--- config.mk ---
export PLATFORM = sky130hd
export DESIGN_NAME = attn_score_top
export DESIGN_NICKNAME = d
export VERILOG_FILES = /design/src/hdl/attn_mem_pkg.sv /design/src/hdl/attn_num_pkg.sv /design/src/hdl/attn_score_top.sv /design/src/hdl/dot_product.sv /design/src/hdl/kv_fetch.sv /design/src/hdl/mem_arbiter.sv /design/src/hdl/q_fetch.sv /design/src/hdl/tree_reduce.sv /design/src/hdl/vec_mem.sv
export VERILOG_INCLUDE_DIRS = /design/src /design/src/hdl
export SDC_FILE = /design/constraint.sdc
export NUM_CORES = 2
export LEC_CHECK = 0
export ABC_AREA = 0
export BUFFER_PORTS_ARGS = -buffer_cell sky130_fd_sc_hd__buf_2
export CAP_MARGIN = 20
export CORE_MARGIN = 1
export CORE_UTILIZATION = 57
export CTS_CLUSTER_SIZE = 16
export DETAILED_ROUTE_END_ITERATION = 6
export PLACE_DENSITY = 0.82
export SYNTH_ARGS = -nofsm -noshare
export SYNTH_HDL_FRONTEND = slang
export SYNTH_SLANG_ARGS = --single-unit
export TNS_END_PERCENT = 20
--- constraint.sdc ---
create_clock -name clk -period 5.4 [get_ports clk]
set_input_delay 0.54 -clock clk [delete_from_list [all_inputs] [get_ports clk]]
set_output_delay 0.54 -clock clk [all_outputs]
set_load 0.03 [all_outputs]
--- src/hdl/attn_params.svh ---
//################################################
// Build-wide sizes for the attention score engine
// Included by packages and by modules that need them
//################################################
`ifndef ATTN_PARAMS_SVH
`define ATTN_PARAMS_SVH

`define EMBED_DIM   4   // Elements per vector
`define SEQ_LEN     4   // K/V rows per query
`define ELEM_W      8   // Signed element width
`define SCORE_W     16  // Signed score width
`define MEM_DEPTH   64  // Vector words in memory
`define SCALE_SHIFT 1   // log2(sqrt(EMBED_DIM))
`define MAX_Q       8   // Largest query count per run

`endif

--- src/hdl/attn_mem_pkg.sv ---
//################################################
// Memory side types for addressing and arbitration
//################################################
`default_nettype none
`include "attn_params.svh"

package attn_mem_pkg;

    typedef logic [$clog2(`MEM_DEPTH)-1:0] addr_t; // Word address

    // Query count, must hold MAX_Q itself
    typedef logic [$clog2(`MAX_Q+1)-1:0] qcount_t;

    // Last holder of the memory grant
    typedef enum logic {
        REQ_Q  = 1'b0,
        REQ_KV = 1'b1
    } requester_t;

endpackage

`default_nettype wire

--- src/hdl/attn_num_pkg.sv ---
//################################################
// Numeric formats for the datapath
// Elements, vectors, products, sums and scores
//################################################
`default_nettype none
`include "attn_params.svh"

package attn_num_pkg;

    // One signed element
    typedef logic signed [`ELEM_W-1:0] elem_t;

    // One memory word, element 0 in the low bits
    typedef elem_t [`EMBED_DIM-1:0] vector_t;

    // Full precision element product
    typedef logic signed [2*`ELEM_W-1:0] product_t;

    // Sum of EMBED_DIM products, grown by log2 of the count
    typedef logic signed [2*`ELEM_W+$clog2(`EMBED_DIM)-1:0] dot_t;

    typedef logic signed [`SCORE_W-1:0] score_t; // Saturated output

endpackage

`default_nettype wire

--- src/hdl/attn_score_top.sv ---
//################################################
// Attention score engine top level
// Host loads memory, pulses start, counts outputs
//################################################
`default_nettype none

module attn_score_top (
    input  wire logic                   clk,
    input  wire logic                   rst,
    input  wire logic                   wr_en,
    input  wire attn_mem_pkg::addr_t    wr_addr,
    input  wire attn_num_pkg::vector_t  wr_data,
    input  wire logic                   start,
    input  wire attn_mem_pkg::addr_t    q_base,
    input  wire attn_mem_pkg::addr_t    k_base,
    input  wire attn_mem_pkg::addr_t    v_base,
    input  wire attn_mem_pkg::qcount_t  num_q,
    output logic                        vld_out,
    input  wire logic                   rdy_in,
    output attn_num_pkg::score_t        score,
    output attn_num_pkg::vector_t       v_out
);

    logic                  rd_en, q_req, q_gnt, q_rvalid, kv_req, kv_gnt, kv_rvalid;
    attn_mem_pkg::addr_t   rd_addr, q_addr, kv_addr;
    attn_num_pkg::vector_t rd_data;                    // Shared by both fetchers
    logic                  q_vld, q_rdy, k_vld, k_rdy, v_vld, v_rdy;
    attn_num_pkg::vector_t q_vec, k_vec, v_vec;

    vec_mem u_mem (
        .clk(clk), .rst(rst), .wr_en(wr_en), .wr_addr(wr_addr), .wr_data(wr_data),
        .rd_en(rd_en), .rd_addr(rd_addr), .rd_data(rd_data)
    );

    mem_arbiter u_arb (
        .clk(clk), .rst(rst),
        .q_req(q_req), .q_addr(q_addr), .q_rvalid(q_rvalid),
        .kv_req(kv_req), .kv_addr(kv_addr), .kv_rvalid(kv_rvalid),
        .kv_gnt(kv_gnt), .q_gnt(q_gnt), .rd_en(rd_en), .rd_addr(rd_addr),
        .rd_data_valid_src()                           // Observation only
    );

    q_fetch u_qf (
        .clk(clk), .rst(rst), .start(start), .q_base(q_base), .num_q(num_q),
        .req(q_req), .addr(q_addr), .gnt(q_gnt), .rvalid(q_rvalid), .rdata(rd_data),
        .q_vld(q_vld), .q_rdy(q_rdy), .q_out(q_vec)
    );

    kv_fetch u_kvf (
        .clk(clk), .rst(rst), .start(start), .k_base(k_base), .v_base(v_base),
        .num_q(num_q), .req(kv_req), .addr(kv_addr), .gnt(kv_gnt),
        .rvalid(kv_rvalid), .rdata(rd_data),
        .k_vld(k_vld), .k_rdy(k_rdy), .k_out(k_vec),
        .v_vld(v_vld), .v_rdy(v_rdy), .v_out(v_vec)
    );

    dot_product u_dot (
        .clk(clk), .rst(rst),
        .q_vld(q_vld), .q_rdy(q_rdy), .q_in(q_vec),
        .k_vld(k_vld), .k_rdy(k_rdy), .k_in(k_vec),
        .v_vld(v_vld), .v_rdy(v_rdy), .v_in(v_vec),
        .vld_out(vld_out), .rdy_in(rdy_in), .score(score), .v_out(v_out)
    );

endmodule

`default_nettype wire

--- src/hdl/dot_product.sv ---
//################################################
// Scaled dot product of one Q row with SEQ_LEN K rows
// V row leaves alongside its score
//################################################
`default_nettype none
`include "attn_params.svh"

module dot_product (
    input  wire logic                   clk,
    input  wire logic                   rst,
    input  wire logic                   q_vld,
    output logic                        q_rdy,
    input  wire attn_num_pkg::vector_t  q_in,
    input  wire logic                   k_vld,
    output logic                        k_rdy,
    input  wire attn_num_pkg::vector_t  k_in,
    input  wire logic                   v_vld,
    output logic                        v_rdy,
    input  wire attn_num_pkg::vector_t  v_in,
    output logic                        vld_out,
    input  wire logic                   rdy_in,   // Downstream ready
    output attn_num_pkg::score_t        score,
    output attn_num_pkg::vector_t       v_out
);

    localparam attn_num_pkg::dot_t SMAX = attn_num_pkg::dot_t'(2**(`SCORE_W-1) - 1);
    localparam attn_num_pkg::dot_t SMIN = attn_num_pkg::dot_t'(-(2**(`SCORE_W-1)));

    attn_num_pkg::vector_t q_r, k_r, v_r;
    logic valid_q, valid_k, valid_v;
    logic [$clog2(`SEQ_LEN)-1:0] row;          // Fires done on the held Q
    logic red_rdy, fire, last;
    attn_num_pkg::product_t [`EMBED_DIM-1:0] prods;
    attn_num_pkg::dot_t sum, scaled;

    assign fire  = valid_q && valid_k && valid_v && red_rdy;
    assign last  = (row == `SEQ_LEN - 1);
    assign q_rdy = !valid_q || (fire && last); // Q freed after the last K/V
    assign k_rdy = !valid_k || fire;
    assign v_rdy = !valid_v || fire;

    always_ff @(posedge clk) begin
        if (rst) begin
            valid_q <= 1'b0;
            valid_k <= 1'b0;
            valid_v <= 1'b0;
            row     <= '0;
        end else begin
            if (fire) row <= last ? '0 : row + 1'b1;
            if (q_vld && q_rdy)     valid_q <= 1'b1;
            else if (fire && last)  valid_q <= 1'b0;
            if (k_vld && k_rdy)     valid_k <= 1'b1;
            else if (fire)          valid_k <= 1'b0;
            if (v_vld && v_rdy)     valid_v <= 1'b1;
            else if (fire)          valid_v <= 1'b0;
        end
    end

    always_ff @(posedge clk) begin
        if (q_vld && q_rdy) q_r <= q_in;
        if (k_vld && k_rdy) k_r <= k_in;
        if (v_vld && v_rdy) v_r <= v_in;
    end

    // Element-wise signed products
    always_comb begin
        for (int i = 0; i < `EMBED_DIM; i++) begin
            prods[i] = attn_num_pkg::product_t'(q_r[i]) * attn_num_pkg::product_t'(k_r[i]);
        end
    end

    tree_reduce #(
        .N     (`EMBED_DIM),
        .TAG_W ($bits(attn_num_pkg::vector_t))
    ) u_tree (
        .clk     (clk),
        .rst     (rst),
        .vld_in  (fire),
        .rdy_out (red_rdy),
        .list_in (prods),
        .tag_in  (v_r),      // V rides as the tag
        .vld_out (vld_out),
        .rdy_in  (rdy_in),
        .sum     (sum),
        .tag_out (v_out)
    );

    // Divide by root of dimension, then clamp
    assign scaled = sum >>> `SCALE_SHIFT;

    always_comb begin
        if (scaled > SMAX)      score = {1'b0, {(`SCORE_W-1){1'b1}}};
        else if (scaled < SMIN) score = {1'b1, {(`SCORE_W-1){1'b0}}};
        else                    score = attn_num_pkg::score_t'(scaled);
    end

endmodule

`default_nettype wire

--- src/hdl/kv_fetch.sv ---
//################################################
// Key/value fetcher, SEQ_LEN K and V rows per query
// K and V each have their own valid/ready slot
//################################################
`default_nettype none
`include "attn_params.svh"

module kv_fetch (
    input  wire logic                   clk,
    input  wire logic                   rst,
    input  wire logic                   start,
    input  wire attn_mem_pkg::addr_t    k_base,
    input  wire attn_mem_pkg::addr_t    v_base,
    input  wire attn_mem_pkg::qcount_t  num_q,
    output logic                        req,
    output attn_mem_pkg::addr_t         addr,
    input  wire logic                   gnt,
    input  wire logic                   rvalid,
    input  wire attn_num_pkg::vector_t  rdata,
    output logic                        k_vld,
    input  wire logic                   k_rdy,
    output attn_num_pkg::vector_t       k_out,
    output logic                        v_vld,
    input  wire logic                   v_rdy,
    output attn_num_pkg::vector_t       v_out
);

    attn_mem_pkg::addr_t         k_base_r;
    attn_mem_pkg::addr_t         v_base_r;
    attn_mem_pkg::qcount_t       q_left;  // Queries whose rows are not all read
    logic [$clog2(`SEQ_LEN)-1:0] row;     // Row within the current query
    logic                        want_v;  // Next read targets the V slot
    logic                        pend;
    logic                        pend_v;  // Outstanding read is a V row
    logic                        idle;
    logic                        last_row;

    assign idle     = (q_left == '0) && !pend && !k_vld && !v_vld;
    assign last_row = (row == `SEQ_LEN - 1);
    assign req      = (q_left != '0) && !pend && (want_v ? !v_vld : !k_vld);
    assign addr     = want_v ? attn_mem_pkg::addr_t'(v_base_r + row)
                             : attn_mem_pkg::addr_t'(k_base_r + row);

    always_ff @(posedge clk) begin
        if (rst) begin
            q_left <= '0;
            row    <= '0;
            want_v <= 1'b0;
            pend   <= 1'b0;
            pend_v <= 1'b0;
            k_vld  <= 1'b0;
            v_vld  <= 1'b0;
        end else begin
            if (start && idle) begin
                q_left <= num_q;
                row    <= '0;
                want_v <= 1'b0;
            end else if (gnt) begin
                pend_v <= want_v;
                want_v <= !want_v; // K then V for each row
                if (want_v) begin
                    row <= last_row ? '0 : row + 1'b1;
                    if (last_row) q_left <= q_left - 1'b1;
                end
            end
            if (gnt)    pend <= 1'b1;
            if (rvalid) pend <= 1'b0;
            if (k_vld && k_rdy)      k_vld <= 1'b0;
            if (v_vld && v_rdy)      v_vld <= 1'b0;
            if (rvalid && !pend_v)   k_vld <= 1'b1;
            if (rvalid && pend_v)    v_vld <= 1'b1;
        end
    end

    always_ff @(posedge clk) begin
        if (start && idle) begin
            k_base_r <= k_base;
            v_base_r <= v_base;
        end
        if (rvalid && !pend_v) k_out <= rdata;
        if (rvalid && pend_v)  v_out <= rdata;
    end

endmodule

`default_nettype wire

--- src/hdl/mem_arbiter.sv ---
//################################################
// Round-robin arbiter between the two fetch engines
// Grants combinationally and steers the read-valid
//################################################
`default_nettype none

module mem_arbiter (
    input  wire logic                 clk,
    input  wire logic                 rst,
    input  wire logic                 q_req,
    input  wire attn_mem_pkg::addr_t  q_addr,
    output logic                      q_rvalid,
    input  wire logic                 kv_req,
    input  wire attn_mem_pkg::addr_t  kv_addr,
    output logic                      kv_rvalid,
    output logic                      kv_gnt,
    output logic                      q_gnt,
    output logic                      rd_en,             // To vec_mem
    output attn_mem_pkg::addr_t       rd_addr,
    output attn_mem_pkg::requester_t  rd_data_valid_src  // Owner of the read in flight
);

    attn_mem_pkg::requester_t last_gnt; // Also the owner of next cycle's data
    logic                     rd_pend;  // A read was issued last cycle

    // Q wins alone, or when KV was served last
    assign q_gnt   = q_req && (!kv_req || last_gnt == attn_mem_pkg::REQ_KV);
    assign kv_gnt  = kv_req && !q_gnt;
    assign rd_en   = q_req || kv_req;
    assign rd_addr = q_gnt ? q_addr : kv_addr;

    always_ff @(posedge clk) begin
        if (rst) begin
            last_gnt <= attn_mem_pkg::REQ_KV; // Q gets the first tie
            rd_pend  <= 1'b0;
        end else begin
            rd_pend <= rd_en;
            if (rd_en) begin
                last_gnt <= q_gnt ? attn_mem_pkg::REQ_Q : attn_mem_pkg::REQ_KV;
            end
        end
    end

    // Data fans out, only the valid is steered
    assign q_rvalid          = rd_pend && (last_gnt == attn_mem_pkg::REQ_Q);
    assign kv_rvalid         = rd_pend && (last_gnt == attn_mem_pkg::REQ_KV);
    assign rd_data_valid_src = last_gnt;

endmodule

`default_nettype wire

--- src/hdl/q_fetch.sv ---
//################################################
// Query fetcher reading Q rows in order from memory
// Presents each row on a valid/ready output slot
//################################################
`default_nettype none

module q_fetch (
    input  wire logic                   clk,
    input  wire logic                   rst,
    input  wire logic                   start,   // One-cycle run pulse
    input  wire attn_mem_pkg::addr_t    q_base,
    input  wire attn_mem_pkg::qcount_t  num_q,
    output logic                        req,     // Held until gnt
    output attn_mem_pkg::addr_t         addr,
    input  wire logic                   gnt,
    input  wire logic                   rvalid,
    input  wire attn_num_pkg::vector_t  rdata,
    output logic                        q_vld,
    input  wire logic                   q_rdy,
    output attn_num_pkg::vector_t       q_out
);

    attn_mem_pkg::qcount_t q_left; // Rows still to read
    logic                  pend;   // One read outstanding
    logic                  idle;

    assign idle = (q_left == '0) && !pend && !q_vld;
    assign req  = (q_left != '0) && !pend && !q_vld; // Only into an empty slot

    always_ff @(posedge clk) begin
        if (rst) begin
            q_left <= '0;
            pend   <= 1'b0;
            q_vld  <= 1'b0;
        end else begin
            if (start && idle) begin
                q_left <= num_q;
            end else if (gnt) begin
                q_left <= q_left - 1'b1;
            end
            if (gnt)    pend <= 1'b1;
            if (rvalid) pend <= 1'b0;
            if (q_vld && q_rdy) q_vld <= 1'b0;
            if (rvalid)         q_vld <= 1'b1;
        end
    end

    // Read address and output word
    always_ff @(posedge clk) begin
        if (start && idle) addr <= q_base;
        else if (gnt)      addr <= addr + 1'b1;
        if (rvalid) q_out <= rdata;
    end

endmodule

`default_nettype wire

--- src/hdl/tree_reduce.sv ---
//################################################
// Pipelined adder tree, one register per level
// Elastic valid/ready flow, tag rides with the sum
//################################################
`default_nettype none

module tree_reduce #(
    parameter int N     = 4, // Power of two
    parameter int TAG_W = 32
) (
    input  wire logic                            clk,
    input  wire logic                            rst,
    input  wire logic                            vld_in,
    output logic                                 rdy_out,
    input  wire attn_num_pkg::product_t [N-1:0]  list_in,
    input  wire logic [TAG_W-1:0]                tag_in,
    output logic                                 vld_out,
    input  wire logic                            rdy_in,
    output attn_num_pkg::dot_t                   sum,
    output logic [TAG_W-1:0]                     tag_out
);

    localparam int L = $clog2(N);

    attn_num_pkg::dot_t node [L][N/2]; // Partial sums per level
    logic [TAG_W-1:0]   tag  [L];
    logic               vld  [L];
    logic               rdy  [L+1];   // rdy[l] means level l may load

    assign rdy[L] = rdy_in;

    for (genvar l = 0; l < L; l++) begin : g_lvl
        logic in_vld;

        assign rdy[l]  = !vld[l] || rdy[l+1]; // Empty or advancing
        assign in_vld  = (l == 0) ? vld_in : vld[l-1];

        always_ff @(posedge clk) begin
            if (rst) vld[l] <= 1'b0;
            else if (rdy[l]) vld[l] <= in_vld;
        end

        // Pairwise add into this level
        always_ff @(posedge clk) begin
            if (rdy[l] && in_vld) begin
                for (int i = 0; i < (N >> (l + 1)); i++) begin
                    if (l == 0) begin
                        node[l][i] <= attn_num_pkg::dot_t'(list_in[2*i])
                                    + attn_num_pkg::dot_t'(list_in[2*i+1]);
                    end else begin
                        node[l][i] <= node[l-1][2*i] + node[l-1][2*i+1];
                    end
                end
                tag[l] <= (l == 0) ? tag_in : tag[l-1];
            end
        end
    end

    assign rdy_out = rdy[0];
    assign vld_out = vld[L-1];
    assign sum     = node[L-1][0];
    assign tag_out = tag[L-1];

endmodule

`default_nettype wire

--- src/hdl/vec_mem.sv ---
//################################################
// Vector memory with a host write port and one read port
// Read word appears the cycle after rd_en
//################################################
`default_nettype none
`include "attn_params.svh"

module vec_mem (
    input  wire logic                  clk,
    input  wire logic                  rst,
    input  wire logic                  wr_en,   // Host write strobe
    input  wire attn_mem_pkg::addr_t   wr_addr,
    input  wire attn_num_pkg::vector_t wr_data,
    input  wire logic                  rd_en,   // Granted read from arbiter
    input  wire attn_mem_pkg::addr_t   rd_addr,
    output attn_num_pkg::vector_t      rd_data  // Held until next read
);

    attn_num_pkg::vector_t mem [`MEM_DEPTH];

    always_ff @(posedge clk) begin
        if (wr_en) begin
            mem[wr_addr] <= wr_data;
        end
    end

    // Registered read port
    always_ff @(posedge clk) begin
        if (rst) begin
            rd_data <= '0;
        end else if (rd_en) begin
            rd_data <= mem[rd_addr];
        end
    end

endmodule

`default_nettype wire

## Yosys cells after proc, flatten, opt, wreduce, memory -nomap -nowiden

Memories as Yosys holds them, arrays and structs flattened. A register that Yosys moved wholly into a read port is not among the register bits.
Index checks and enable logic that the tools add are counted.

| storage, ports and cells | value |
|---|---|
| logic and storage cells | 179 |
| output and inout bits | 49 |
| memories | 4 |
| register bits | 234 |
| input port bits | 65 |
| RAM bits | 2,186 |

| operators by class | value |
|---|---|
| eq/ne operators | 2 |
| bitwise operators | 4 |
| add/subtract/negate cells | 10 |
| reduce and logical (&&, ||, !) cells | 67 |
| $lt $le $gt $ge | 2 |
| $mul | 4 |
| mux-type cells | 43 |

Memories:

| memory | depth | bits a word | rd ports | clocked after Yosys merged registers in | wr ports | line | text |
|---|---|---|---|---|---|---|---|
| u_mem.mem | 64 | 32 | 1 | 1 | 1 | vec_mem.sv:19 | `` attn_num_pkg::vector_t mem [`MEM_DEPTH]; `` |
| u_dot.u_tree.node | 2 | 36 | 2 | 0 | 2 | tree_reduce.sv:25 | `attn_num_pkg::dot_t node [L][N/2];` |
| u_dot.u_tree.tag | 2 | 32 | 2 | 0 | 2 | tree_reduce.sv:26 | `logic [TAG_W-1:0] tag [L];` |
| u_dot.u_tree.vld | 2 | 1 | 2 | 0 | 2 | tree_reduce.sv:27 | `logic vld [L];` |

Operator list:

| kind | count |
|---|---|
| 8-bit by 8-bit multiplier with 16-bit output | 4 |
| 16-bit by 16-bit adder with 17-bit output | 2 |
| 16-bit 2-to-1 mux | 2 |
| 1-bit 2-to-1 mux | 29 |
| 1-bit logical AND | 26 |
| 4-bit 2-to-1 mux | 6 |
| 6-bit 2-to-1 mux | 4 |
| 2-bit nonzero test | 10 |
| 18-bit adder | 1 |
| 17-bit by 16-bit greater-than comparator with 1-bit output (second input constant) | 1 |
| 17-bit by 16-bit less-than comparator with 1-bit output (second input constant) | 1 |
| 1-bit zero test | 14 |
| 6-bit by 2-bit adder with 6-bit output | 2 |
| 4-bit zero test | 2 |
| 4-bit nonzero test | 2 |
| 4-bit by 1-bit subtractor with 4-bit output (second input constant) | 2 |
| 1-bit logical OR | 7 |
| 6-bit by 1-bit adder with 6-bit output (second input constant) | 1 |
| 2-bit OR reduction | 3 |
| 2-bit by 1-bit adder with 2-bit output (second input constant) | 2 |
| 2-bit == test (second input constant) | 2 |
| 2-bit 2-to-1 mux | 2 |
| 2-bit AND reduction | 2 |
| 3-bit AND reduction | 1 |
| 2 further kinds | 4 |

## Longest topological paths before layout

| depth | value |
|---|---|
| word-level depth | 10 |
| gate-level depth with buffers | 21 |
| gate-level depth less buffers | 21 |

## By module

From an unflattened synthesis, not the netlist that was laid out.

| second synthesis, totals | value |
|---|---|
| cells, all modules | 5,791 |
| area total of the unflattened synthesis | 104,262.5 µm² |

Modules (own cells, without submodules):

| module | cells each | seq. area each (µm²) | area an instance (µm²) | times used |
|---|---|---|---|---|
| vec_mem | 3,710 | 62,139.6 | 79,590.1 | 1 |
| dot_product | 1,316 | 2,982.9 | 13,529.2 | 1 |
| tree_reduce | 487 | 3,543.4 | 6,258.5 | 1 |
| kv_fetch | 165 | 2,502.4 | 3,049.2 | 1 |
| q_fetch | 94 | 1,261.2 | 1,655.3 | 1 |
| mem_arbiter | 19 | 40.0 | 180.2 | 1 |

## Worst setup path before layout

Ideal clock, no wire load.

| path | value |
|---|---|
| path kind | reg2reg |
| start | reg u_dot.q_r[15] in the netlist's numbering |
| end | mem u_dot.u_tree.node[0][34] in the netlist's numbering, data pin |
| library setup time | 0.272 ns |
| stages on the path, launching flop included | 19 |
| buffers on the path | 0 |
| period minus slack after synthesis | 5.536 ns |
| arrival | 5.264 ns |
| required time | 5.128 ns |
| path slack | -0.136 ns |
| path through | edfxtp_1 -> and2_1 -> inv_1 -> fa_1 -> fa_1 -> inv_1 -> fa_1 -> fa_1 -> fa_1 -> inv_1 -> fa_1 -> inv_1 -> ha_1 -> a21oi_1 -> inv_1 -> a21oi_1 -> o211ai_1 -> a2111oi_0 -> nor4bb_1 |

RTL lines:

| item | line | text |
|---|---|---|
| from (decl) | dot_product.sv:29 | `attn_num_pkg::vector_t q_r, k_r, v_r;` |
| from (signal assigned) | dot_product.sv:60 | `if (q_vld && q_rdy) q_r <= q_in;` |
| to (decl) | tree_reduce.sv:25 |  |

==> results.ini <==
[clock_network]
cts_max_level = 4
clkSinkCount = 2431
clk_pin_slew_worst_paths_ps = 70
cts-root-buf = clkbuf_16
cts_tree = done
insertion_delay_ps = 890
clockBufferDepth = 3
numCtsBuffers = 220

[critical_path]
arrival_ps = 6200
path_class = reg2reg
r2r-start = u_dot.q_r[3]
critPathCaptureType = flop
crit_fanout = 4
startpoint_type = flop
crit_path_start = u_dot.q_r[3]
r2r_end = u_dot.u_tree.node[0][34]
rr_worst_depth = 21
critPathCapture = u_dot.u_tree.node[0][34]
timing.reg2reg.setup_slack_ps = -210
worstPathRequired_ps = 5990

[synth]
synth-xor-area-share = 0.00629
async_flop_share = 0
yosysTopAreaCell = edfxtp_1
synth_compound_area_frac = 0.0502
synth_top_area_frac = 0.682
synth_area_um2 = 105000
synth_edf_count = 2375
synth_cell_types = 71
ys_seq_area_frac = 0.693
synth.most_common_cell = edfxtp_1
synth-simple-area-share = 0.112
synthFlopType = edfxtp_1
synthCells = 7453
synth_top_family_by_area = simple AND/OR/NAND/NOR gates
synth_common_cells = edfxtp_1 (2375), nand2_1 (1400), nand3_1 (511), inv_1 (356), mux2i_1 (338)
synthTopCellsByArea = edfxtp_1 (68%), fa_1 (5.5%), nand2_1 (5.0%), mux2i_1 (3.2%), nand3_1 (2.4%)
synth_warnings = 0
syn-num-nets = 7935
avgSynthCellArea_um2 = 14.0
synth-adder-area-share = 0.0706
synth.area.mux_share = 0.0361
synth.ff_latch_count = 2431

[detailed_routing]
ant_nets = 0
drt_iter0_markers = 10200
viasPerCell = 6.46
post_drt_wl_per_cell_um = 27.7
drt-pass1-iter-count = 6
num_vias = 66500
drcViolationCount = 0
wirelength_um = 284000

[die]
coreArea_um2 = 182000
die_h_um = 430
start_util = 0.576
die_x_um = 430
die-area_um2 = 185000
num_io_pins = 114
rows = 156

[min_path]
whs_path_depth = 1
hold_path_class = in2reg
hp-start = wr_data[6]

[placement]
port_buffers = 113
dpl.hpwl_um = 169000
place.gp.congestion = 0.895
preCtsSetupSlack_ps = -228

[timing]
period_needed_ps = 5610
slew_headroom = 0.258
worst_pin_slew_ps = 1110
max_freq_mhz = 178
setup_ws_ps = -209
finalHoldViolations = 0
drv_slew = 0
holdWs_ps = 43.2
setup_viol = 3
rsz0062_at_grt = true
skew_ps = 68.2
min_period_over_period = 1.04

[final_layout]
drive_above_1_share = 0.119
nNetsFinal = 8196
fin_util = 0.648
fill_cells = 11700
area_growth_pct = 12.6

[grt]
grt_pass1_wl_um = 411000
grt_pass1_vias = 66000
globalRouteOverflowTotal = 0
grt_max_degree = 115
antenna_found_initial = 14
grt_usage = 0.301

[run_status]
status = complete, but fails checks
violations = negative setup slack

[run]
drv_cap = 0

-- routing by layer --
metal	vias up	wire length (um)	global-route usage
met1	32400	95300	0.380
met4	6	17100	0.164
met3	976	38800	0.0779
li1	27800	-	-
met5	-	43	0
met2	5300	133000	0.477
-- how the worst min path moves through the flow --
stage	to	slack [ps]
floorplan	u_dot.k_r[0]	400
global placement	u_dot.q_r[6]	400
detailed placement	u_dot.k_r[24]	400
CTS	u_dot.u_tree.vld[1]	20
global route	u_mem.mem[31][28]	20
finish	u_mem.mem[18][6]	40
-- state kept, by name (all words and copies together), names as in the netlist, 2 cells and up --
| signal | count |
|---|---|
| u_dot.u_tree.node | 51 |
| u_dot.k_r | 32 |
| u_kvf.k_base_r | 6 |
| u_dot.v_r | 32 |
| u_dot.row | 2 |
| u_kvf.v_out | 32 |
| u_mem.rd_data | 32 |
| u_dot.q_r | 32 |
| u_dot.u_tree.tag | 64 |
| u_mem.mem | 2048 |
| u_kvf.k_out | 32 |
| u_dot.u_tree.vld | 2 |
| u_qf.addr | 6 |
| u_kvf.row | 2 |
| u_kvf.q_left | 4 |
| u_kvf.v_base_r | 6 |
| u_qf.q_left | 4 |
| u_qf.q_out | 32 |
-- stage by stage --
stage          area, um^2  instances  TNS, ps
2_1_floorplan      105000       7453    -31.7
6_report           118000      10300     -436
5_1_grt            118000      10300    -2040
4_1_cts            117000      10200     -350
3_5_place_dp       109000       9808     -782
3_3_place_gp       109000       9808     -879
-- critical path: stages (launching register included) --
cell	delay [ps]
edfxtp_1	420
and2_1	200
fa_1	490
inv_1	60
fa_1	530
inv_1	50
fa_1	490
fa_1	440
fa_1	490
inv_1	60
fa_1	480
inv_1	40
ha_1	280
inv_1	40
o21bai_1	190
a21oi_2	100
inv_1	80
a21oi_2	60
o211ai_1	360
buf_4	190
nand3_1	60
nor4bb_2	170
-- cells by family after synthesis --
logic type | Yosys count
adder cells (fa/ha/maj) | 417
AND/OR/NAND/NOR | 2628
buffers and inverters | 788
XOR/XNOR | 75
flip-flops | 2431
multiplexers | 371
AO/OA/AOI/OAI | 743
-- final cells by class --
type,count,area [um^2],share of cell area
clock buffer,287,5870,0.0499
antenna,8,20.0,0.000170
tap,2370,2970,0.0252
timing repair buffer,469,4100,0.0349
multi-input combinational,4234,29700,0.252
sequential,2431,72400,0.616
clock inverter,130,1290,0.0110
inverter,358,1350,0.0114
-- cells in the final DEF, fill, tap and decap left out, types with 124 or more instances in the layout --
master        n
edfxtp_1   2375
nand3_1     511
fa_1        282
inv_1       350
buf_4       268
o21ai_0     127
nand2_1    1398
clkbuf_16   220
mux2i_1     338
nor2_1      160
ha_1        124
and2_1      140
-- what timing repair did --
item / CTS / global route
endpoints found under the hold margin: 18 / 24
hold buffers: 16 / 4
resized for setup: 29 / 19
pin swaps: 16 / 13
setup endpoints to repair: 8 / 14
setup buffers: 4 / 2
Power is left out: the tool's default activity adds up to more than one toggle a clock period on the data nets, which glitch-free logic cannot reach.
